===== src/logic/video_pkg.sv =====
// ##########################################################
// Video mode record and the predefined raster modes
// ##########################################################

package video_pkg;

    // Raster geometry for one direction is resolution, porches and sync width
    typedef struct packed {
        logic [15:0] h_resolution;
        logic [15:0] h_front_porch;
        logic [15:0] h_sync;
        logic [15:0] h_back_porch;
        logic        h_sync_pol;
        logic [15:0] v_resolution;
        logic [15:0] v_front_porch;
        logic [15:0] v_sync;
        logic [15:0] v_back_porch;
        logic        v_sync_pol;
    } video_mode_t;

    // Standard 640x480 at 60 Hz, both syncs active low
    localparam video_mode_t VMODE_640x480p60 = '{
        h_resolution:  16'd640,
        h_front_porch: 16'd16,
        h_sync:        16'd96,
        h_back_porch:  16'd48,
        h_sync_pol:    1'b0,
        v_resolution:  16'd480,
        v_front_porch: 16'd10,
        v_sync:        16'd2,
        v_back_porch:  16'd33,
        v_sync_pol:    1'b0
    };

    // Small mode for simulation
    // 41 clocks per line, 12 lines per frame
    localparam video_mode_t VMODE_TEST = '{
        h_resolution:  16'd32,
        h_front_porch: 16'd2,
        h_sync:        16'd3,
        h_back_porch:  16'd4,
        h_sync_pol:    1'b0,
        v_resolution:  16'd8,
        v_front_porch: 16'd1,
        v_sync:        16'd2,
        v_back_porch:  16'd1,
        v_sync_pol:    1'b1
    };

endpackage


===== src/logic/pixel_pkg.sv =====
// ##########################################################
// Pixel colour type and frame buffer configurations
// ##########################################################

package pixel_pkg;

    // 12-bit colour, 4 bits per component
    typedef struct packed {
        logic [3:0] red;
        logic [3:0] green;
        logic [3:0] blue;
    } color_t;

    // Buffer size in pixels and width of its address
    typedef struct packed {
        logic [15:0] width;
        logic [15:0] height;
        logic [7:0]  addr_width;
    } buffer_config_t;

    // Quarter resolution buffer for 640x480
    localparam buffer_config_t BUFFER_160x120x12 = '{
        width:      16'd160,
        height:     16'd120,
        addr_width: 8'd15
    };

    // Matches VMODE_TEST at a scale of 4
    localparam buffer_config_t BUFFER_TEST = '{
        width:      16'd8,
        height:     16'd2,
        addr_width: 8'd4
    };

endpackage


===== src/logic/raster_if.sv =====
// ##########################################################
// Raster position and timing levels
// ##########################################################
`timescale 1ns/100ps

interface raster_if #(
    parameter int XW = 10,
    parameter int YW = 10
);
    logic [XW-1:0] x;
    logic [YW-1:0] y;
    logic          hsync;
    logic          vsync;
    logic          data_enable;

    modport source (output x, y, hsync, vsync, data_enable);
    modport sink   (input  x, y, hsync, vsync, data_enable);
endinterface


===== src/logic/display.sv =====
// ##########################################################
// Buffer address mapping, colour expansion and pin alignment
// ##########################################################
`timescale 1ns/100ps

module display #(
    parameter video_pkg::video_mode_t    VIDEO_MODE    = video_pkg::VMODE_640x480p60,
    parameter pixel_pkg::buffer_config_t BUFFER_CONFIG = pixel_pkg::BUFFER_160x120x12
)(
    input  logic                                clk_pixel,
    input  logic                                rstn_pixel,
    raster_if.sink                              raster,

    output logic [BUFFER_CONFIG.addr_width-1:0] read_addr,
    input  pixel_pkg::color_t                   read_data,

    output logic                                vga_hsync,
    output logic                                vga_vsync,
    output logic                                screen_data_enable,
    output logic [4:0]                          vga_red,
    output logic [5:0]                          vga_green,
    output logic [4:0]                          vga_blue
);
    localparam int ADDR_W = BUFFER_CONFIG.addr_width;
    localparam int BUF_W  = BUFFER_CONFIG.width;
    localparam int SCALE  = $clog2(VIDEO_MODE.h_resolution / BUFFER_CONFIG.width);

    // Inactive sync levels are the inverse of the polarity bit
    localparam logic HSYNC_IDLE = ~VIDEO_MODE.h_sync_pol;
    localparam logic VSYNC_IDLE = ~VIDEO_MODE.v_sync_pol;

    logic hsync_d1;
    logic vsync_d1;
    logic de_d1;

    // Each buffer pixel covers a 2^SCALE square of screen pixels
    assign read_addr = ADDR_W'(((32'(raster.y) >> SCALE) * BUF_W) + (32'(raster.x) >> SCALE));

    // First stage lines up with read_data
    always_ff @(posedge clk_pixel or negedge rstn_pixel) begin
        if (!rstn_pixel) begin
            hsync_d1 <= HSYNC_IDLE;
            vsync_d1 <= VSYNC_IDLE;
            de_d1    <= 1'b0;
        end else begin
            hsync_d1 <= raster.hsync;
            vsync_d1 <= raster.vsync;
            de_d1    <= raster.data_enable;
        end
    end

    // Second stage drives the pins
    always_ff @(posedge clk_pixel or negedge rstn_pixel) begin
        if (!rstn_pixel) begin
            vga_hsync          <= HSYNC_IDLE;
            vga_vsync          <= VSYNC_IDLE;
            screen_data_enable <= 1'b0;
            vga_red            <= '0;
            vga_green          <= '0;
            vga_blue           <= '0;
        end else begin
            vga_hsync          <= hsync_d1;
            vga_vsync          <= vsync_d1;
            screen_data_enable <= de_d1;
            if (de_d1) begin
                // 4-bit components into the top of the RGB565 fields
                vga_red   <= {read_data.red, 1'b0};
                vga_green <= {read_data.green, 2'b00};
                vga_blue  <= {read_data.blue, 1'b0};
            end else begin
                vga_red   <= '0;
                vga_green <= '0;
                vga_blue  <= '0;
            end
        end
    end

endmodule


===== src/flat_wrapper.sv =====
// flat-port wrapper written by rule: the top's interface ports become plain ports
module display_flat 
#(
    parameter video_pkg::video_mode_t    VIDEO_MODE    = video_pkg::VMODE_640x480p60,
    parameter pixel_pkg::buffer_config_t BUFFER_CONFIG = pixel_pkg::BUFFER_160x120x12
)
  (clk_pixel, rstn_pixel, read_addr, read_data, vga_hsync, vga_vsync, screen_data_enable, vga_red, vga_green, vga_blue, raster_x, raster_y, raster_hsync, raster_vsync, raster_data_enable);
  raster_if raster_i ();
  input  logic clk_pixel;
  input  logic rstn_pixel;
  output logic [BUFFER_CONFIG.addr_width-1:0] read_addr;
  input  pixel_pkg::color_t read_data;
  output logic vga_hsync;
  output logic vga_vsync;
  output logic screen_data_enable;
  output logic [4:0] vga_red;
  output logic [5:0] vga_green;
  output logic [4:0] vga_blue;
  input wire logic [$bits(raster_i.x)-1:0] raster_x;
  input wire logic [$bits(raster_i.y)-1:0] raster_y;
  input wire logic [$bits(raster_i.hsync)-1:0] raster_hsync;
  input wire logic [$bits(raster_i.vsync)-1:0] raster_vsync;
  input wire logic [$bits(raster_i.data_enable)-1:0] raster_data_enable;
  assign raster_i.x = raster_x;
  assign raster_i.y = raster_y;
  assign raster_i.hsync = raster_hsync;
  assign raster_i.vsync = raster_vsync;
  assign raster_i.data_enable = raster_data_enable;
  display #(.VIDEO_MODE(VIDEO_MODE), .BUFFER_CONFIG(BUFFER_CONFIG)) u_core (.clk_pixel(clk_pixel), .rstn_pixel(rstn_pixel), .raster(raster_i), .read_addr(read_addr), .read_data(read_data), .vga_hsync(vga_hsync), .vga_vsync(vga_vsync), .screen_data_enable(screen_data_enable), .vga_red(vga_red), .vga_green(vga_green), .vga_blue(vga_blue));
endmodule

===== config.mk =====
export PLATFORM = sky130hd
export DESIGN_NAME = display_flat
export DESIGN_NICKNAME = d
export VERILOG_FILES = /design/src/logic/video_pkg.sv /design/src/logic/pixel_pkg.sv /design/src/logic/raster_if.sv /design/src/logic/display.sv /design/src/flat_wrapper.sv
export SDC_FILE = /design/constraint.sdc
export NUM_CORES = 1
export LEC_CHECK = 0
export BUFFER_PORTS_ARGS = -buffer_cell sky130_fd_sc_hd__buf_4
export CAP_MARGIN = 5
export CORE_UTILIZATION = 47
export CTS_BUF_LIST = sky130_fd_sc_hd__clkbuf_2
export DETAILED_ROUTE_END_ITERATION = 8
export PLACE_DENSITY = 0.95
export SYNTH_ARGS = -nofsm -noshare
export SYNTH_HDL_FRONTEND = slang
export SYNTH_SLANG_ARGS = --single-unit

===== constraint.sdc =====
create_clock -name clk_pixel -period 11.3 [get_ports clk_pixel]
set_input_delay 3.39 -clock clk_pixel [delete_from_list [all_inputs] [get_ports clk_pixel]]
set_output_delay 3.39 -clock clk_pixel [all_outputs]
set_load 0.01 [all_outputs]

Word level (Yosys, flattened, before mapping)
Cells that the tools add are included.
{"block": "totals", "register_bits": 22, "inputBits": 37, "output_inout_bits": 34, "word_cells": 14}
{"block": "op_classes", "n_addsub": 1, "multipliers": 1, "n_mux": 3}
{"op": "adder 15 x 8 -> 15 bit", "count": 1}
{"op": "multiplier 8 x 3 -> 10 bit (second input constant)", "count": 1}
{"op": "2-to-1 mux 5 bit", "count": 2}
{"op": "2-to-1 mux 6 bit", "count": 1}

Longest topological paths before layout
Gate-level depths: netlist of the first run.
{"block": "depth", "ltp_word": 2, "depth_mapped": 8, "depth_no_buf": 8}

Worst setup path before layout of the first run
Ideal clock, no wire load.
{"block": "synth_timing", "kind": "input to output", "start": "input raster_y[3]", "end": "output read_addr[14]", "arrival_time_ps": 5247, "t_required_ps": 7910, "setup_slack_ps": 2663, "path_stages": 8, "path_buffers": 0, "path_cell_list": "ha_1 ha_1 fa_1 a211oi_1 nor2_1 xor2_1 nand4_2 xnor2_1"}
{"block": "synth_between", "elab_chain_len": 2}
{"item": "start, declared", "line": "flat_wrapper.sv:20", "text": "input wire logic [$bits(raster_i.y)-1:0] raster_y;"}
{"item": "multiplier 8 x 3 -> 10 bit", "line": "display.sv:37", "text": "assign read_addr = ADDR_W'(((32'(raster.y) >> SCALE) * BUF_W) + (32'(raster.x) >> SCALE));"}
{"item": "adder 15 x 8 -> 15 bit", "line": "display.sv:37"}
{"item": "end, declared", "line": "flat_wrapper.sv:11", "text": "output logic [BUFFER_CONFIG.addr_width-1:0] read_addr;"}
No other way between the ends.

Worst setup path in the final report of the first run
Same ends and word-level chain as after synthesis.

==> results.toml, run 1 <==
[route]
drt_first_iter_violations = 7
routed_wl_mm = 2.14
drc = 0
ant_nets = 0
avgRoutedWirePerCell_um = 11.8
first_pass_iters = 4
vias_per_cell = 4.98
via_count = 906

[grt]
grt.overflow.total = 0
grt_usage_pct = 18.0
antenna_found_initial = 0
grt_first_pass_wirelength_mm = 3.53
grt_max_degree = 19
grt_pass1_vias = 873

[power_and_ir_drop]
p_per_area_nw_per_um2 = 110
leakagePower_nw = 0.804
ir_drop_uv = 72.0

[placed_design]
dp_cells = 178
hpwlAfterDp_mm = 1.81
post_dp_cell_area_um2 = 1510
gp_congestion = 0.795
post-place-ws_ps = 2340
portBuffers = 52

[yosys]
synth_area_um2 = 1140
synth-warning-count = 0
synth_top_area_share_pct = 30.7
synthDistinctLibCells = 28
synthCells = 105
postSynthAreaPerCell_um2 = 10.9
yosysSeqAreaShare_pct = 39.9
ys_top_cells_by_area = "dfrtp_1 (31%), ha_1 (16%), dfstp_2 (9.2%)"
ys_seq_elements = 18
yosysTopAreaCell = "dfrtp_1"

[hold_path]
hold_depth = 0
holdPathEnd = "u_core.vga_hsync$_DFF_PN1_"
hp-start = "u_core.hsync_d1$_DFF_PN1_"
hold_class = "flop to flop"

[setup_path]
crit_buf_inv = 2
slowest_stage = "fa_1"
rr_startpoint = "u_core.de_d1$_DFF_PN0_"
path_class = "input port to output port"
critPathMaxStageDelay_ps = 420
required_ps = 7910
worst-path-max-fanout = 3
path_cells = "buf_4, ha_1, ha_1, fa_1, a211oi_1, nor2_1, xor2_1, nand4_2, xnor2_1, buf_4"
r2r_cells = 1
worstSetupStartpointType = "input port"
cp_top_family = "adder cells"
r2r-end = "u_core.vga_green[4]$_DFF_PN0_"
crit_arrival_ps = 5570
endpoint_kind = "output port"
ff2ff_setup_slack_ps = 10480

[cells_and_area]
finalNonFillerCells = 182
nets = 209
layout-drive-gt1-share_pct = 42.2
nFillCells = 186
diodes = 0
area_delta_synth_final_pct = 33.7
multi_input_area_um2 = 604
regArea_um2 = 455
final_area_um2 = 1530

[timing]
whs_ps = 369
fmax_ghz = 0.112
final_hold_viol_count = 0
finalCritPeriodShare_pct = 79.3
slew_viol_final = 0
setup_viol = 0
fin_crit_ps = 8960
worst_slack_ps = 2340
tns_ps = 0
rsz0062_at_grt = "false"
fin_skew_ps = 11.1

[cts]
cts_resized = 0
ctsHoldBuffers = 0
cts_sinks = 18
cts_root_buf = "clkbuf_2"
cts_tree = "built"
numCtsBuffers = 3
cts_buffer_depth = 2
clkTransAtPathRegs_ps = 130
cts_setup_buffers = 0
clk_latency_ps = 290
htree_levels = 1

[floorplan]
num_io_pins = 71
die_h_um = 51.3
coreArea_um2 = 2250
die-width_um = 51.3
rows = 17
dieArea_um2 = 2630
start_util_pct = 50.7

[job]
maxCapViolCount = 0

[run_status]
outcome = "finished clean"
==> layout make-up <==
cell class	count	share of cell area [%]
Timing Repair Buffer	52	25.6
Clock buffer	4	1.31
Tap cell	28	2.29
Multi-Input combinational cell	74	39.6
Inverter	6	1.47
Sequential cell	18	29.8
==> state kept, by name, summed over array words and instances, names as in the netlist <==
register	cells
u_core.de_d1	1
u_core.hsync_d1	1
u_core.screen_data_enable	1
u_core.vga_blue	4
u_core.vga_green	4
u_core.vga_hsync	1
u_core.vga_red	4
u_core.vga_vsync	1
u_core.vsync_d1	1
==> worst max path at each step <==
stage                            from             to  slack, ps  cells after the start
after floorplan           raster_y[3]  read_addr[14]       2660                      8
after global routing      raster_y[3]  read_addr[14]       2180                      9
after CTS                 raster_y[3]  read_addr[14]       2320                     10
final                     raster_y[3]  read_addr[14]       2340                     10
after detailed placement  raster_y[3]  read_addr[13]       2340                     10
after global placement    raster_y[3]  read_addr[14]       2380                     10
==> synth_stat cells, drive strengths merged <==
master and number:
dfstp 4, or4b 1, conb 1, xnor2 8
nor2b 1, a21o 1, o21ai 4, nand4 1
xor2 3, and2 12, nor2 9, ha 15
a211oi 2, clkbuf 1, nand3 1, nor3b 1
dfrtp 14, inv 6, buf 9, and3b 1
o211ai 1, fa 2, nand2 2, a21oi 3
o2111ai 2
==> per-layer routing <==
metal,vias up,share of wire [%],GRT usage (%)
li1,438,-,-
met1,411,38,18.9
met2,50,51,35.7
met3,7,8.6,1.49
met4,0,2.0,8.11
met5,-,0,0
==> cells in the final DEF, fill, tap and decap left out <==
cell type  netlist  final
nand3_1          1      1
nor2_1           9      9
a21oi_1          3      3
xor2_1           3      3
o211ai_1         1      1
o2111ai_2        1      1
and3b_2          1      1
a211oi_2         1      1
nand2_1          2      2
xnor2_1          8      8
or4b_4           1      1
o2111ai_1        1      1
buf_4            9     52
a21o_1           1      1
dfrtp_1         14     14
ha_1            15     15
a211oi_1         1      1
clkbuf_2         0      4
o21ai_1          1      1
inv_1            6      6
nor3b_1          1      1
o21ai_0          3      3
nand4_2          1      1
dfstp_2          4      4
and2_1          12     12
nor2b_1          1      1
fa_1             2      2
conb_1           1      4
==> metrics by stage <==
step | util [%] | power, mW
final | 67.8 | 0.168
after global routing | 67.8 | 0.179
after CTS | 67.8 | 0.169
after detailed placement | 66.9 | 0.142
after global placement | 66.9 | 0.139
after floorplan | - | 0.113
==> where the power goes <==
group / total (mW) / switching (mW) / internal (mW)
sequential: 0.0695 / 0.00134 / 0.0682
combinational: 0.0717 / 0.0347 / 0.0370
clock: 0.0264 / 0.0170 / 0.00938
==> cells by family after synthesis <==
family                     Yosys count  synth area share [%]
and+or+nand+nor                     29                  15.0
DFF                                 18                  39.9
adders and majority gates           17                  19.9
buffers and inverters               16                  8.21
AOI/OAI and AO/OA                   13                  8.21
xor gates and xnor gates            11                  8.43
other                                1                 0.328
Power figures use the tool's default switching activity.
==> run 2: changes to the inputs <==
--- a/config.mk
+++ b/config.mk
@@ -7,10 +7,10 @@
 export LEC_CHECK = 0
 export BUFFER_PORTS_ARGS = -buffer_cell sky130_fd_sc_hd__buf_4
 export CAP_MARGIN = 5
-export CORE_UTILIZATION = 47
+export CORE_UTILIZATION = 40
 export CTS_BUF_LIST = sky130_fd_sc_hd__clkbuf_2
 export DETAILED_ROUTE_END_ITERATION = 8
-export PLACE_DENSITY = 0.95
+export PLACE_DENSITY = 0.91
 export SYNTH_ARGS = -nofsm -noshare
 export SYNTH_HDL_FRONTEND = slang
 export SYNTH_SLANG_ARGS = --single-unit
==> constraint.sdc (replaced) <==
create_clock -name clk_pixel -period 7.6 [get_ports clk_pixel]
set_input_delay 2.28 -clock clk_pixel [delete_from_list [all_inputs] [get_ports clk_pixel]]
set_output_delay 2.28 -clock clk_pixel [all_outputs]
set_load 0.01 [all_outputs]
==> results.toml, run 2 (same netlist as run 1, synthesis figures left out) <==
[timing]
final_hold_viol_count = 0
fin_crit_ps = 6800
finalCritPeriodShare_pct = 89.5
slew_viol_final = 0
fmax_ghz = 0.147
rsz0062_at_grt = "false"
setup_viol = 0
fin_skew_ps = 9.47
tns_ps = 0

[placed_design]
hpwlAfterDp_mm = 1.84
gp_congestion = 0.769
portBuffers = 52

[setup_path]
ff2ff_setup_slack_ps = 6800
crit_arrival_ps = 4520
path_class = "input port to output port"
required_ps = 5320
worstSetupStartpointType = "input port"
endpoint_kind = "output port"
worst-path-max-fanout = 3

[power_and_ir_drop]
total_power_mw = 0.249
ir_drop_uv = 103
leakagePower_nw = 0.804
p_per_area_nw_per_um2 = 162

[cells_and_area]
layout_commonest_cell = "buf_4"
top_regs = "u_core.vga_blue x4, u_core.vga_green x4, u_core.vga_red x4"
diodes = 0
final_cell_mix = "buf_4 (52), ha_1 (15), dfrtp_1 (14), and2_1 (12), nor2_1 (9)"
layout-drive-gt1-share_pct = 42.2
area_delta_synth_final_pct = 34.1
nets = 209

[route]
drc = 0
drt_first_iter_violations = 10
ant_nets = 0
first_pass_iters = 3
routed_wl_mm = 2.13
via_count = 904
avgRoutedWirePerCell_um = 11.5
vias_per_cell = 4.89

[cts]
cts_tree = "built"
clk_latency_ps = 280
htree_levels = 1
cts_root_buf = "clkbuf_2"
numCtsBuffers = 3
cts_sinks = 18
ctsHoldBuffers = 0
clkTransAtPathRegs_ps = 130
cts_resized = 0
cts_buffer_depth = 2
cts_setup_buffers = 0

[floorplan]
dieArea_um2 = 3070
die-width_um = 55.4
rows = 19
num_io_pins = 71
coreArea_um2 = 2730
start_util_pct = 41.8
die_h_um = 55.4

[grt]
antenna_found_initial = 0
grt.overflow.total = 0
grt_pass1_vias = 951
grt_usage_pct = 15.7
grt_first_pass_wirelength_mm = 3.86
grt_max_degree = 19

[run_status]
outcome = "finished clean"

[job]
maxCapViolCount = 0

[hold_path]
hold_class = "flop to flop"
run 2: report_power, final:
part           internal, mW  leakage (nW)  switching, mW  total (mW)
combinational        0.0550         0.568         0.0512       0.106
clock                0.0140        0.0166         0.0253      0.0392
sequential            0.101         0.220        0.00198       0.103
total                 0.170         0.804         0.0785       0.249
run 2: per-stage QoR:
| stage | hold slack (ps) | std cells | utilization (%) | cell area [µm²] | worst slack, ps |
|---|---|---|---|---|---|
| floorplan | 345 | 108 | - | 1150 | 1180 |
| global placement | 347 | 181 | 55.3 | 1510 | 891 |
| detailed placement | 347 | 181 | 55.3 | 1510 | 806 |
| CTS | 368 | 185 | 56.0 | 1530 | 780 |
| global route | 376 | 185 | 56.0 | 1530 | 571 |
| finish | 366 | 185 | 56.0 | 1530 | 798 |
run 2: routing by layer:
layer / vias to the layer above / global-route usage (%) / routed length [µm]
li1: 436 / - / -
met1: 416 / 16.1 / 821
met2: 47 / 30.1 / 1100
met3: 5 / 3.04 / 180
met4: 0 / 7.50 / 34
met5: - / 0 / 0
run 2: layout make-up:
cell class              count  area, µm²
fillers                   239       1200
multi-input cells          74        604
flip-flops and latches     18        455
repair buffers             52        390
well taps                  31       38.8
inverters                   6       22.5
clock buffers               4       20.0
run 2: critical path, cell delays in order:
cell and delay [ps]:
buf_4 120, ha_1 290, ha_1 230, fa_1 410, a211oi_1 310, nor2_1 100
xor2_1 290, nand3_1 140, xnor2_1 180, buf_4 150
run 2: worst paths after layout:
check | start | endpoint | cells past startpoint
max in group asynchronous | rstn_pixel | u_core.vga_vsync$_DFF_PN1_ | 1
min reg2reg | u_core.vsync_d1$_DFF_PN1_ | u_core.vga_vsync$_DFF_PN1_ | 0
min | u_core.vsync_d1$_DFF_PN1_ | u_core.vga_vsync$_DFF_PN1_ | 0
min in group asynchronous | rstn_pixel | u_core.screen_data_enable$_DFF_PN0_ | 1
max | raster_y[3] | read_addr[13] | 10
max reg2reg | u_core.de_d1$_DFF_PN0_ | u_core.vga_green[4]$_DFF_PN0_ | 1
