<file path="src/logic/video_pkg.sv">
// ##########################################################
// Video mode record and the predefined raster modes
// ##########################################################

package video_pkg;

    // Raster geometry for one direction is resolution, porches and sync width
    typedef struct packed {
        logic [15:0] h_resolution;
        logic [15:0] h_front_porch;
        logic [15:0] h_sync;
        logic [15:0] h_back_porch;
        logic        h_sync_pol;
        logic [15:0] v_resolution;
        logic [15:0] v_front_porch;
        logic [15:0] v_sync;
        logic [15:0] v_back_porch;
        logic        v_sync_pol;
    } video_mode_t;

    // Standard 640x480 at 60 Hz, both syncs active low
    localparam video_mode_t VMODE_640x480p60 = '{
        h_resolution:  16'd640,
        h_front_porch: 16'd16,
        h_sync:        16'd96,
        h_back_porch:  16'd48,
        h_sync_pol:    1'b0,
        v_resolution:  16'd480,
        v_front_porch: 16'd10,
        v_sync:        16'd2,
        v_back_porch:  16'd33,
        v_sync_pol:    1'b0
    };

    // Small mode for simulation
    // 41 clocks per line, 12 lines per frame
    localparam video_mode_t VMODE_TEST = '{
        h_resolution:  16'd32,
        h_front_porch: 16'd2,
        h_sync:        16'd3,
        h_back_porch:  16'd4,
        h_sync_pol:    1'b0,
        v_resolution:  16'd8,
        v_front_porch: 16'd1,
        v_sync:        16'd2,
        v_back_porch:  16'd1,
        v_sync_pol:    1'b1
    };

endpackage

</file>
<file path="src/logic/raster_if.sv">
// ##########################################################
// Raster position and timing levels
// ##########################################################
`timescale 1ns/100ps

interface raster_if #(
    parameter int XW = 10,
    parameter int YW = 10
);
    logic [XW-1:0] x;
    logic [YW-1:0] y;
    logic          hsync;
    logic          vsync;
    logic          data_enable;

    modport source (output x, y, hsync, vsync, data_enable);
    modport sink   (input  x, y, hsync, vsync, data_enable);
endinterface

</file>
<file path="src/logic/video_timing.sv">
// ##########################################################
// Raster counters with sync and active area decoding
// ##########################################################
`timescale 1ns/100ps

module video_timing #(
    parameter video_pkg::video_mode_t VIDEO_MODE = video_pkg::VMODE_640x480p60
)(
    input logic      clk_pixel,
    input logic      rstn_pixel,
    raster_if.source raster
);
    localparam int H_RES     = VIDEO_MODE.h_resolution;
    localparam int H_SYNC_LO = H_RES + VIDEO_MODE.h_front_porch;
    localparam int H_SYNC_HI = H_SYNC_LO + VIDEO_MODE.h_sync;
    localparam int H_TOTAL   = H_SYNC_HI + VIDEO_MODE.h_back_porch;

    localparam int V_RES     = VIDEO_MODE.v_resolution;
    localparam int V_SYNC_LO = V_RES + VIDEO_MODE.v_front_porch;
    localparam int V_SYNC_HI = V_SYNC_LO + VIDEO_MODE.v_sync;
    localparam int V_TOTAL   = V_SYNC_HI + VIDEO_MODE.v_back_porch;

    localparam int XW = $clog2(H_TOTAL);
    localparam int YW = $clog2(V_TOTAL);

    logic [XW-1:0] x_count;
    logic [YW-1:0] y_count;
    logic          hsync_active;
    logic          vsync_active;

    // Line counter wraps every H_TOTAL clocks, frame counter steps on each wrap
    always_ff @(posedge clk_pixel or negedge rstn_pixel) begin
        if (!rstn_pixel) begin
            x_count <= '0;
            y_count <= '0;
        end else if (x_count == XW'(H_TOTAL - 1)) begin
            x_count <= '0;
            if (y_count == YW'(V_TOTAL - 1)) begin
                y_count <= '0;
            end else begin
                y_count <= y_count + 1'b1;
            end
        end else begin
            x_count <= x_count + 1'b1;
        end
    end

    // Sync windows before polarity is applied
    always_comb begin
        hsync_active = (x_count >= XW'(H_SYNC_LO)) && (x_count < XW'(H_SYNC_HI));
        vsync_active = (y_count >= YW'(V_SYNC_LO)) && (y_count < YW'(V_SYNC_HI));
    end

    assign raster.x = x_count;
    assign raster.y = y_count;

    // Pin levels, inverted for active-low modes
    assign raster.hsync = VIDEO_MODE.h_sync_pol ? hsync_active : ~hsync_active;
    assign raster.vsync = VIDEO_MODE.v_sync_pol ? vsync_active : ~vsync_active;

    assign raster.data_enable = (x_count < XW'(H_RES)) && (y_count < YW'(V_RES));

endmodule

</file>
<file path="src/flat_wrapper.sv">
// flat-port wrapper written by rule: the top's interface ports become plain ports
module video_timing_flat 
#(
    parameter video_pkg::video_mode_t VIDEO_MODE = video_pkg::VMODE_640x480p60
)
  (clk_pixel, rstn_pixel, raster_x, raster_y, raster_hsync, raster_vsync, raster_data_enable);
  raster_if raster_i ();
  input logic clk_pixel;
  input logic rstn_pixel;
  output wire logic [$bits(raster_i.x)-1:0] raster_x;
  output wire logic [$bits(raster_i.y)-1:0] raster_y;
  output wire logic [$bits(raster_i.hsync)-1:0] raster_hsync;
  output wire logic [$bits(raster_i.vsync)-1:0] raster_vsync;
  output wire logic [$bits(raster_i.data_enable)-1:0] raster_data_enable;
  assign raster_x = raster_i.x;
  assign raster_y = raster_i.y;
  assign raster_hsync = raster_i.hsync;
  assign raster_vsync = raster_i.vsync;
  assign raster_data_enable = raster_i.data_enable;
  video_timing #(.VIDEO_MODE(VIDEO_MODE)) u_core (.clk_pixel(clk_pixel), .rstn_pixel(rstn_pixel), .raster(raster_i));
endmodule
</file>
<file path="config.mk">
export PLATFORM = sky130hd
export DESIGN_NAME = video_timing_flat
export DESIGN_NICKNAME = d
export VERILOG_FILES = /design/src/logic/video_pkg.sv /design/src/logic/raster_if.sv /design/src/logic/video_timing.sv /design/src/flat_wrapper.sv
export SDC_FILE = /design/constraint.sdc
export NUM_CORES = 1
export LEC_CHECK = 0
export ABC_AREA = 1
export BUFFER_PORTS_ARGS = -buffer_cell sky130_fd_sc_hd__buf_2
export CAP_MARGIN = 30
export CORE_MARGIN = 2
export CORE_UTILIZATION = 45
export CTS_BUF_LIST = sky130_fd_sc_hd__clkbuf_4
export CTS_CLUSTER_SIZE = 16
export DETAILED_ROUTE_END_ITERATION = 10
export GPL_TIMING_DRIVEN = 1
export HOLD_SLACK_MARGIN = 0.03
export PLACE_DENSITY = 0.7
export SKIP_LAST_GASP = 1
export SYNTH_ARGS = -nofsm -noshare
export SYNTH_HDL_FRONTEND = slang
export SYNTH_SLANG_ARGS = --single-unit
</file>
<file path="constraint.sdc">
create_clock -name clk_pixel -period 1.2 [get_ports clk_pixel]
set_input_delay 0.24 -clock clk_pixel [delete_from_list [all_inputs] [get_ports clk_pixel]]
set_output_delay 0.24 -clock clk_pixel [all_outputs]
set_load 0.05 [all_outputs]
</file>
# Word level (Yosys, flattened, before mapping)
# Index checks and enable logic that the tools add are counted.
[op_classes] n_addsub=2 mul=0 div_mod_pow=0 n_lt_le_gt_ge=6 n_eq_ne=2 n_shift=0 n_mux=2 n_bitwise=2 n_reduce_logical=3
[op_table] op="10-bit by 1-bit adder with 10-bit output, second input constant" count=2
[op_table] op="10-bit equality test, second input constant" count=2
[op_table] op="10-bit less-than comparator, second input constant" count=2
[op_table] op="10-bit by 9-bit less-than comparator with 1-bit output, second input constant" count=2
[op_table] op="10-bit two-way mux" count=2
[op_table] op="10-bit >= comparator, second input constant" count=1
[op_table] op="10-bit by 9-bit >= comparator with 1-bit output, second input constant" count=1
[op_table] op="1-bit logical AND" count=3
[op_table] op="1-bit NOT" count=2
[word_totals] ff_bits=20 latchBits=0 ramBits=0 rom_bits=0 input_bits=2 output_inout_bits=23 elab_cells=19 memories=0

# Longest topological paths before layout
# Gate-level depths: netlist (run 1).
[depth] depth_word=3 mapped_depth=9 depth_no_buf=9

# Least setup slack after synthesis (run 1)
# OpenSTA, ideal clock, no wires.
[synth_timing] path_kind="reg-to-output" from="register u_core.x_count[8] (netlist: u_core.raster.x[8])" to="output raster_data_enable" arrival_time_ps=1572 required_ps=960 setup_slack_ps=-612 stages_incl_launch_ff=5 path_buffers=0 cell_sequence="dfrtp_1 nor2_1 nand2_1 nand3_1 nor2_1"
[synth_between] elab_chain_len=2
[synth_lines] element="start, declared" line_no="video_timing.sv:26" text="logic [XW-1:0] x_count;"
[synth_lines] element="start signal, assigned" line_no="video_timing.sv:44" text="x_count <= x_count + 1'b1;"
[synth_lines] element="10-bit less-than comparator" line_no="video_timing.sv:61" text="assign raster.data_enable = (x_count < XW'(H_RES)) && (y_count < YW'(V_RES));"
[synth_lines] element="1-bit logical AND" line_no="video_timing.sv:61"
[synth_lines] element="end, declared" line_no="flat_wrapper.sv:14" text="output wire logic [$bits(raster_i.data_enable)-1:0] raster_data_enable;"
# Every way passes these cells.

# Worst setup path after layout (run 1)
[layout_timing] from="register u_core.x_count[9] (netlist: u_core.raster.x[9])" to="output raster_data_enable"
# Same word-level chain as after synthesis.

==> run metrics, run 1 <==
drt total wl 4880 µm; Die X 56.2 µm; routed vias 1540; Worst Path Required 0.96 ns; Slew Limit Headroom 68.2%; synth warn 0; Port Buffers 24; Post-Syn Area 0.00123 mm²; pin count of the biggest net entering global routing 21; leakage power total 1.16 nW; layout cells sized above 1 67.1%; Die H 56.2 µm; H-tree levels 1; die area 0.00316 mm²; Reg-to-Reg Start u_core.raster.y[0]; Routability Congestion 0.824; Core Region 0.00252 mm²; failing checks negative setup slack; R2R setup slack -0.31 ns; CP max stage delay 0.46 ns; crit-path cells inv_2, nor2_2, nand2_2, nand3_2, nor2_4, buf_8; R2R depth 7; slowest stage cell, crit path dfrtp_2; register area share after synthesis 40.8%; worst path arrival time 1.39 ns; switch share 23.7%; Reg clk slew, reported paths 0.13 ns; min cycle time layout 1.63 ns; RR Endpoint u_core.raster.y[3]; Tot Pwr 1.05 mW; clk sink count 20; later-pin clock latency in the skew report 0.31 ns; via/cell ratio 5.58; Final Hold Fails 0; flops & latches, synth 20; Least-Margin Pin Slew 0.477 ns; most common cell after layout, fill and taps aside buf_4; # nets final 253; DR WL/cell 17.7 µm; crit path kind register to primary output; status complete, but fails checks; count of final setup violators 38; critical path endpoint category primary output; Root Driver clkbuf_4; Post-Route Setup TNS -6.14 ns; initial antenna violation count 0; DR DRC count 0; Cells after Synth 164; DR iter-0 viols 122; Reg area 526 µm²; number of global-route vias before repair 1443; max cap viols 0; Reg power frac 64.4%; clk_skew 0.00574 ns; Initial Util 48.7%; VDD IR max 0.572 mV; final period utilization 135%; Mean Syn Cell Area 7.48 µm²; maximum fanout along the worst path 4; finished layout cell area 0.00235 mm²; # diodes 0; first-pass iteration count of the detailed router 4; Syn-to-layout area delta 91.8%; CTS Buffer Depth 2; final worst slack -0.425 ns; nature of the critical path startpoint register; # IOs 25; syn_nets 170; DP HPWL 2180 µm; Pint 798 µW; setup slack at placement -0.120 ns; final-report max-slew violation count 0; TritonCTS Buffers 3; PD cells 444 mW/mm²; net switching power 247 µW; Max Fclk 0.615 GHz; # rows 18; CTS tree done; Yosys cell types 20; number of fill cells in the layout 77; GRT overflow 0; Clk pwr share 34.0%; total track usage 25.5%; Placed Area 0.00173 mm²; multi-input logic area 846 µm²; global-route wire length before repair 6380 µm; most frequent cells in the layout buf_4 (33), buf_6 (30), nand2_1 (25), dfrtp_2 (20), inv_1 (14); Final ANT Viol Nets 0; Comb power frac 1.6%; worst hold path class input pin to asynchronous set/reset pin; RSZ-0062 raised after global routing true
critical path, delay by kind of cell, from the launching register on:
kind	cells	cell delay, ns
DFF	1	0.46
buffers and inverters	2	0.25
and+or+nand+nor	4	0.37
how the worst max path moves through the flow:
stage	start	end	slack, ns
2_1_floorplan	u_core.raster.y[6]	raster_vsync	-0.38
3_3_place_gp	u_core.raster.x[9]	raster_data_enable	-0.12
3_5_place_dp	u_core.raster.x[9]	raster_data_enable	-0.12
4_1_cts	u_core.raster.x[9]	raster_hsync	-0.36
5_1_grt	u_core.raster.x[8]	raster_hsync	-0.48
6_report	u_core.raster.x[9]	raster_data_enable	-0.43
stage by stage:
step / util (%) / instances / hold slack (ns)
4_1_cts: 86.2 / 270 / 0.415
2_1_floorplan: - / 164 / -0.0556
3_5_place_dp: 68.4 / 248 / 0.215
6_report: 93.4 / 276 / 0.397
3_3_place_gp: 68.4 / 248 / 0.209
5_1_grt: 93.4 / 276 / 0.429
synthesized netlist by cell type, drive strengths merged:
cell	n	area, µm²
nand3	13	75.1
or2	1	6.26
nor2	31	161
o21ai	7	35.0
clkbuf	1	5.00
nand4	7	43.8
buf	1	11.3
a21oi	6	30.0
nor3	2	10.0
inv	25	93.8
ha	4	50.1
dfrtp	20	500
nand2	41	161
xor2	5	43.8
power by group through the flow:
stage	clock network, mW	registers [mW]	logic, mW
2_1_floorplan	0	0.686	0.000000415
3_3_place_gp	0	0.686	0.0146
3_5_place_dp	0	0.686	0.0150
4_1_cts	0.342	0.673	0.0174
5_1_grt	0.394	0.674	0.0202
6_report	0.355	0.673	0.0170
cell type report:
| type | count | area share [%] |
|---|---|---|
| timing repair buffer | 80 | 34.9 |
| inverter | 25 | 4.20 |
| multi-input combinational | 117 | 35.9 |
| clock inverter | 1 | 0.159 |
| sequential | 20 | 22.3 |
| tap | 30 | 1.59 |
| clock buffer | 3 | 0.956 |
cells by family after synthesis:
group	Yosys count	synth area share, %
XOR/XNOR	5	3.57
AO/OA/AOI/OAI	13	5.30
AND/OR/NAND/NOR	95	37.3
flip-flops	20	40.8
buffers and inverters	27	8.97
adder cells (fa/ha/maj)	4	4.08
registers in the layout, indices dropped and copies added (netlist names):
signal           flops
u_core.raster.x     10
u_core.raster.y     10
layer usage:
metal	part of all wire [%]	wire length, µm	global-route usage [%]	vias to the layer above
li1	-	-	-	677
met1	37	1830	31.4	733
met2	50	2460	44.4	93
met3	6.6	324	3.95	37
met4	5.5	267	10.2	0
met5	0	0	0	-
timing repair:
| action | CTS | global route |
|---|---|---|
| endpoints found under the hold margin | 20 | 0 |
| hold buffers | 1 | 0 |
| resized for setup | 85 | 42 |
| setup endpoints to repair | 38 | 41 |
| setup buffers | 17 | 9 |
| pin swaps | 16 | 14 |
Note: power is estimated with default switching activity, not from simulation.
==> run 2: changes to the inputs <==
Settings changed: SETUP_SLACK_MARGIN from default to 0.1.
==> run 2 against run 1 <==
The flow now stops in 5_1_grt. Synthesized cell count unchanged. Area after synthesis unchanged.
==> run metrics, run 2 <==
H-tree levels 1 (unchanged); TritonCTS Buffers 3 (unchanged); DP HPWL 2180 µm (unchanged); syn_nets 170 (unchanged); post-synth top area share 40.8% (unchanged); WEP type output port; synth cell count leaders nand2_1 (38), inv_1 (24), dfrtp_1 (20), nor2_1 (19), nand3_1 (11); FFs w/ async S/R, synth 100% (unchanged); clk sink count 20 (unchanged); Cells after Synth 164 (unchanged); Mean Syn Cell Area 7.48 µm² (unchanged); Yosys cell types 20 (unchanged); placed cell count 248 (unchanged); Die X 56.2 µm (unchanged); status stopped before the end; Initial Util 48.7% (unchanged); Port Buffers 24 (unchanged); initial antenna violation count 0; synth warn 0 (unchanged); Die H 56.2 µm (unchanged); flops & latches, synth 20 (unchanged); # IOs 25 (unchanged); CTS Buffer Depth 2 (unchanged); Root Driver clkbuf_4; post-GRT worst EP raster_hsync; leading area contributor after synthesis dfrtp_1; most common cell in the netlist nand2_1; # rows 18 (unchanged); ys flop type dfrtp_1; Routability Congestion 0.824 (unchanged); Synth area leaders dfrtp_1 (41%), nand2_1 (12%), inv_1 (7.3%); register area share after synthesis 40.8% (unchanged); pin count of the biggest net entering global routing 21; Stopped at 5_1_grt; Post-Syn Area 0.00123 mm² (unchanged); Error Message [ERROR DPL-0033] detailed placement checks failed during check placement.; Post-synth EDFFs 0 (unchanged)
run 2: cell counts after synthesis:
No cell type changed its count.
run 2: repair_timing:
action	4_1_cts
resized for setup	91
hold buffers	1
hold endpoints to repair	20
endpoints found under the setup margin	41
pin swaps	17
setup buffers	21
run 2: cells by family after synthesis:
| logic type | count (synthesis) | synth area share [%] |
|---|---|---|
| flops | 20 | 40.8 |
| buf+inv | 27 | 8.97 |
| xor+xnor | 5 | 3.57 |
| simple gates | 95 | 37.3 |
| compound gates | 13 | 5.30 |
| fa+ha+maj | 4 | 4.08 |
run 2: through the flow:
stage	setup WS, ns	cell area (µm²)	TNS, ns	hold WS (ns)
after CTS	-0.361	2230	-3.95	0.415
after detailed placement	-0.120	1730	-0.882	0.215
after global placement	-0.120	1730	-0.489	0.209
after floorplan	-0.381	1340	-3.19	-0.0556
==> run 3: changes to the inputs <==
Settings changed: CORE_UTILIZATION 45 to 30, CTS_BUF_LIST sky130_fd_sc_hd__clkbuf_4 to default, CTS_CLUSTER_SIZE 16 to default, HOLD_SLACK_MARGIN 0.03 to default, PLACE_DENSITY 0.7 to default, PLACE_DENSITY_LB_ADDON from default to 0.15, SETUP_SLACK_MARGIN 0.1 to default.
Clock period 1.2 ns to 1.55 ns, I/O delays scaled along.
==> run 3 against run 2 <==
The flow now finishes, with violations (negative hold slack, negative setup slack).
==> run metrics, run 3 (synthesis results as in run 1) <==
CTS Buffer Depth 2 (unchanged); Least-Margin Pin Slew 0.465 ns; # rows 23 (+5); VDD IR max 0.405 mV; crit-path cells nor2_2, nand2_2, a21oi_1, nand2_1, buf_6; global-route wire length before repair 5150 µm; total track usage 14.8%; setup slack at placement 0.0700 ns (+0.190 ns); min cycle time layout 1.57 ns; RSZ-0062 raised after global routing true; # IOs 25 (unchanged); Die H 68.0 µm (+21%); number of global-route vias before repair 1153; DR WL/cell 11.7 µm; M1 WL 1420 µm; final worst slack -0.0224 ns; final hold slack -0.00791 ns; # diodes 0; CTS tree done; critical path endpoint category primary output; met2 WL 1420 µm; drt total wl 3000 µm; nature of the critical path startpoint register; initial antenna violation count 0; TritonCTS Buffers 3 (unchanged); CP max stage delay 0.44 ns; status complete, but fails checks; Root Driver clkbuf_8; count of final setup violators 2; routed vias 1153; DP HPWL 2170 µm (-0.35%); via/cell ratio 4.49; Slew Limit Headroom 69.0%; worst path arrival time 1.26 ns; GRT overflow 0; Hold Buf Count CTS 0 (-1); crit-path leading delay family flip-flops; failing checks negative hold slack, negative setup slack; Reg clk slew, reported paths 0.08 ns; placed cell count 237 (-4.4%); pin count of the biggest net entering global routing 21; DR iter-0 viols 60; crit path kind register to primary output; max cap viols 0; Final Hold Fails 15; WL met3 119 µm; buffers and inverters on the worst path 1; Initial Util 30.9% (-18 points); layout cells sized above 1 43.5%; maximum fanout along the worst path 4; fin cells 257; final period utilization 101%; slowest stage cell, crit path dfrtp_2; Port Buffers 24 (unchanged); Routability Congestion 0.787 (-4.5%); max layer used met4; H-tree levels 1 (unchanged); DR DRC count 0; Final ANT Viol Nets 0; worst hold path class input pin to asynchronous set/reset pin; most common cell after layout, fill and taps aside nand2_1; die area 0.00462 mm²; clk sink count 20 (unchanged); most frequent cells in the layout nand2_1 (36), buf_2 (21), inv_1 (19), nor2_1 (16), buf_4 (16); leakage power total 0.865 nW; Syn-to-layout area delta 32.9%; Worst Path Required 1.24 ns; first-pass iteration count of the detailed router 4; final-report max-slew violation count 0; later-pin clock latency in the skew report 0.26 ns; Max Fclk 0.636 GHz; clk_skew 0.00597 ns; PD cells 550 mW/mm²; Die X 68.0 µm (+21%); # nets final 214; Core Region 0.00397 mm²
-- run 3: metal layers --
layer,vias up,track usage (%)
li1,598,-
met1,527,19.0
met2,24,25.0
met3,4,2.47
met4,0,5.25
met5,-,0
-- run 3: timing repair --
item / in CTS / in global routing
buffers inserted: 7 / 9
gates resized for setup: 10 / 9
pin swaps: 3 / 5
endpoints found under the setup margin: 3 / 9
-- run 3: path summary, 6_finish.rpt --
check | cells after the start | start | end | slack (ns)
min in group clk_pixel | 1 | u_core.raster.x[5] | u_core.raster.x[5] | 0.53
max reg2reg | 7 | u_core.raster.x[1] | u_core.raster.y[1] | 0.13
max in group asynchronous | 1 | rstn_pixel | u_core.raster.y[1] | 1.21
max | 5 | u_core.raster.x[8] | raster_hsync | -0.02
min reg2reg | 1 | u_core.raster.x[5] | u_core.raster.x[5] | 0.53
min | 1 | rstn_pixel | u_core.raster.x[7] | -0.008
-- run 3: metrics by stage --
step,area [µm²],total power [mW],hold WS (ns),utilization [%],setup TNS [ns]
finish,1630,0.898,-0.00791,41.1,-0.0318
global route,1630,0.943,0.0302,41.1,-0.200
CTS,1540,0.909,0.0140,38.9,-0.00839
detailed placement,1430,0.544,0.302,35.9,0
global placement,1430,0.544,0.295,35.9,0
floorplan,1260,0.532,0.0144,-,-0.100
-- run 3: final cells by class --
class	instances	area [µm²]
well taps	50	62.6
clock buffers	4	45.0
repair buffers	41	270
fillers	415	2340
inverters	25	93.8
flip-flops and latches	20	518
multi-input cells	117	642
-- run 3: power by group --
group	leakage, nW	switching [mW]	internal, mW
logic	0.597	0.0101	0.000905
clock network	0.0228	0.183	0.183
registers	0.244	0	0.521
total	0.865	0.193	0.705
==> run 4: changes to the inputs <==
Settings changed: CORE_AREA from default to 2 2 63 65, CORE_MARGIN 2 to default, CORE_UTILIZATION 30 to default, DIE_AREA from default to 0 0 65 67, MAX_ROUTING_LAYER from default to met4.
==> run 4 against run 3 <==
The run still ends with negative hold slack, negative setup slack left. Cell count decreased by 1.2%. Non-clock buffer count decreased by 1. Maximum frequency about the same. Highest routed layer unchanged. Via count decreased by 0.26%.
==> run metrics, run 4 (synthesis results as in run 1) <==
Slew Limit Headroom 68.2% (-0.74 points); Syn-to-layout area delta 32.1%; most frequent cells in the layout nand2_1 (37), inv_1 (21), buf_2 (21), nor2_1 (17), buf_4 (15); H-tree levels 1 (unchanged); layout cells sized above 1 41.3% (-2.2 points); Pint 705 µW (about the same); crit-path cells inv_2, nor2_1, nand2_1, nand3_2, nor2_2, buf_6; placed cell count 234 (-1.3%); TritonCTS Buffers 3 (unchanged); status complete, but fails checks; most common cell after layout, fill and taps aside nand2_1; CTS tree done; CP max stage delay 0.44 ns (about the same); Least-Margin Pin Slew 0.476 ns (+0.0111 ns); CTS Buffer Depth 2 (unchanged); Final Hold Fails 10 (-5); PD cells 556 mW/mm² (+0.96%); setup slack at placement 0.0999 ns (+0.0299 ns); min cycle time layout 1.57 ns (-0.000606 ns); Clk pwr share 40.9% (+0.2 points); VDD IR max 0.287 mV (-29%); maximum fanout along the worst path 4 (unchanged); Port Buffers 24 (unchanged); fin cells 254 (-1.2%); Reg power frac 57.8% (-0.2 points); final-report max-slew violation count 0 (unchanged); Post-Route Setup TNS -0.0428 ns (-0.0110 ns); crit path from u_core.raster.x[9]; final period utilization 101% (about the same); net switching power 196 µW (+1.4%); DP HPWL 2080 µm (-4.2%); Die H 67 µm (-1.4%); Reg-to-Reg Start u_core.raster.x[5]; Final ANT Viol Nets 0 (unchanged); Max Fclk 0.636 GHz (about the same); later-pin clock latency in the skew report 0.26 ns (about the same); worst hold path class input pin to asynchronous set/reset pin; Reg clk slew, reported paths 0.08 ns (about the same); worst path arrival time 1.26 ns (about the same); critical path endpoint category primary output; Root Driver clkbuf_8; failing checks negative hold slack, negative setup slack; initial antenna violation count 0 (unchanged); drt total wl 2970 µm (-1.1%); crit path kind register to primary output; global-route wire length before repair 4810 µm (-6.7%); Die X 65 µm (-4.4%); R2R depth 8 (+1); final hold slack -0.00779 ns (+0.000123 ns); slowest stage cell, crit path dfrtp_2; first-pass iteration count of the detailed router 4 (unchanged); clk_skew 0.00573 ns (-0.000235 ns); number of fill cells in the layout 381 (-8.2%); number of global-route vias before repair 1028 (-11%); RSZ-0062 raised after global routing true; count of final setup violators 2 (unchanged); DR WL/cell 11.7 µm (about the same); pin count of the biggest net entering global routing 21 (unchanged); via/cell ratio 4.53 (+0.92%); total track usage 15.2% (+0.34 points); max cap viols 0 (unchanged); DR iter-0 viols 63 (+5.0%); Initial Util 34.0% (+3.1 points); Worst Path Required 1.24 ns (about the same); switch share 21.7% (+0.23 points); Comb power frac 1.3% (about the same); Core Region 0.00361 mm² (-9.2%); DR DRC count 0 (unchanged); Tot Pwr 901 µW (+0.34%); GRT overflow 0 (unchanged); # diodes 0 (unchanged); final worst slack -0.0217 ns (+0.000606 ns); Routability Congestion 0.806 (+2.4%); nature of the critical path startpoint register; die area 0.00436 mm² (-5.7%); # nets final 213 (-0.47%); # IOs 25 (unchanged); Hold Buf Count CTS 0 (unchanged); routed vias 1150 (-0.26%); # rows 22 (-4.3%); leakage power total 0.858 nW (-0.75%); clk sink count 20 (unchanged)
==> run 4: cell types whose count changed in the layout (fill, tap and decap cells not counted) <==
cell,before,now
nand2_2,5,4
nor2_4,3,4
nand2_1,36,37
inv_2,6,4
buf_4,16,15
nor2_1,16,17
inv_1,19,21
nor2_2,12,10
==> run 4: power groups by stage <==
stage,logic (mW),registers [mW],clock network [mW]
global route,0.0139,0.521,0.417
global placement,0.0120,0.531,0
detailed placement,0.0124,0.531,0
CTS,0.0123,0.521,0.389
floorplan,0.000000393,0.532,0
finish,0.0113,0.521,0.369
==> run 4: cell type report <==
type                            instances  area (µm²)  share of cell area, %
Multi-Input combinational cell        117         642                   39.6
Sequential cell                        20         518                   31.9
Timing Repair Buffer                   40         263                   16.2
Inverter                               25        93.8                   5.79
Tap cell                               48        60.1                   3.70
Clock buffer                            4        45.0                   2.78
==> run 4: what timing repair did <==
action / 4_1_cts / 5_1_grt
pin swaps: 0 / 5
endpoints found under the setup margin: 3 / 9
gates resized for setup: 6 / 10
setup buffers: 8 / 8
hold endpoints to repair: 0 / 0
==> run 4: final timing paths <==
kind / slack (ns) / to
max: -0.02 / raster_data_enable
min: -0.008 / u_core.raster.x[4]
max reg2reg: 0.10 / u_core.raster.y[3]
min reg2reg: 0.55 / u_core.raster.x[2]
max in group asynchronous: 1.20 / u_core.raster.y[1]
min in group clk_pixel: 0.55 / u_core.raster.x[2]
==> run 4: metal layers <==
layer | track usage [%] | wire, µm
met4 | 7.18 | 42
met1 | 20.1 | 1470
met5 | - | 0
met3 | 2.70 | 90
met2 | 22.4 | 1370
==> run 4: worst max-delay path, delay by kind of cell, from the launching register on <==
family | cells | cell delay (ns)
buffers and inverters | 2 | 0.23
flip-flops | 1 | 0.44
AND/OR/NAND/NOR | 4 | 0.32
==> run 4: per-stage QoR <==
stage	area, µm²	utilization [%]	hold WS [ns]
2_1_floorplan	1260	-	0.0144
3_3_place_gp	1420	39.2	0.292
3_5_place_dp	1420	39.2	0.299
4_1_cts	1540	42.6	0.00403
5_1_grt	1620	45.0	0.0209
6_report	1620	45.0	-0.00779
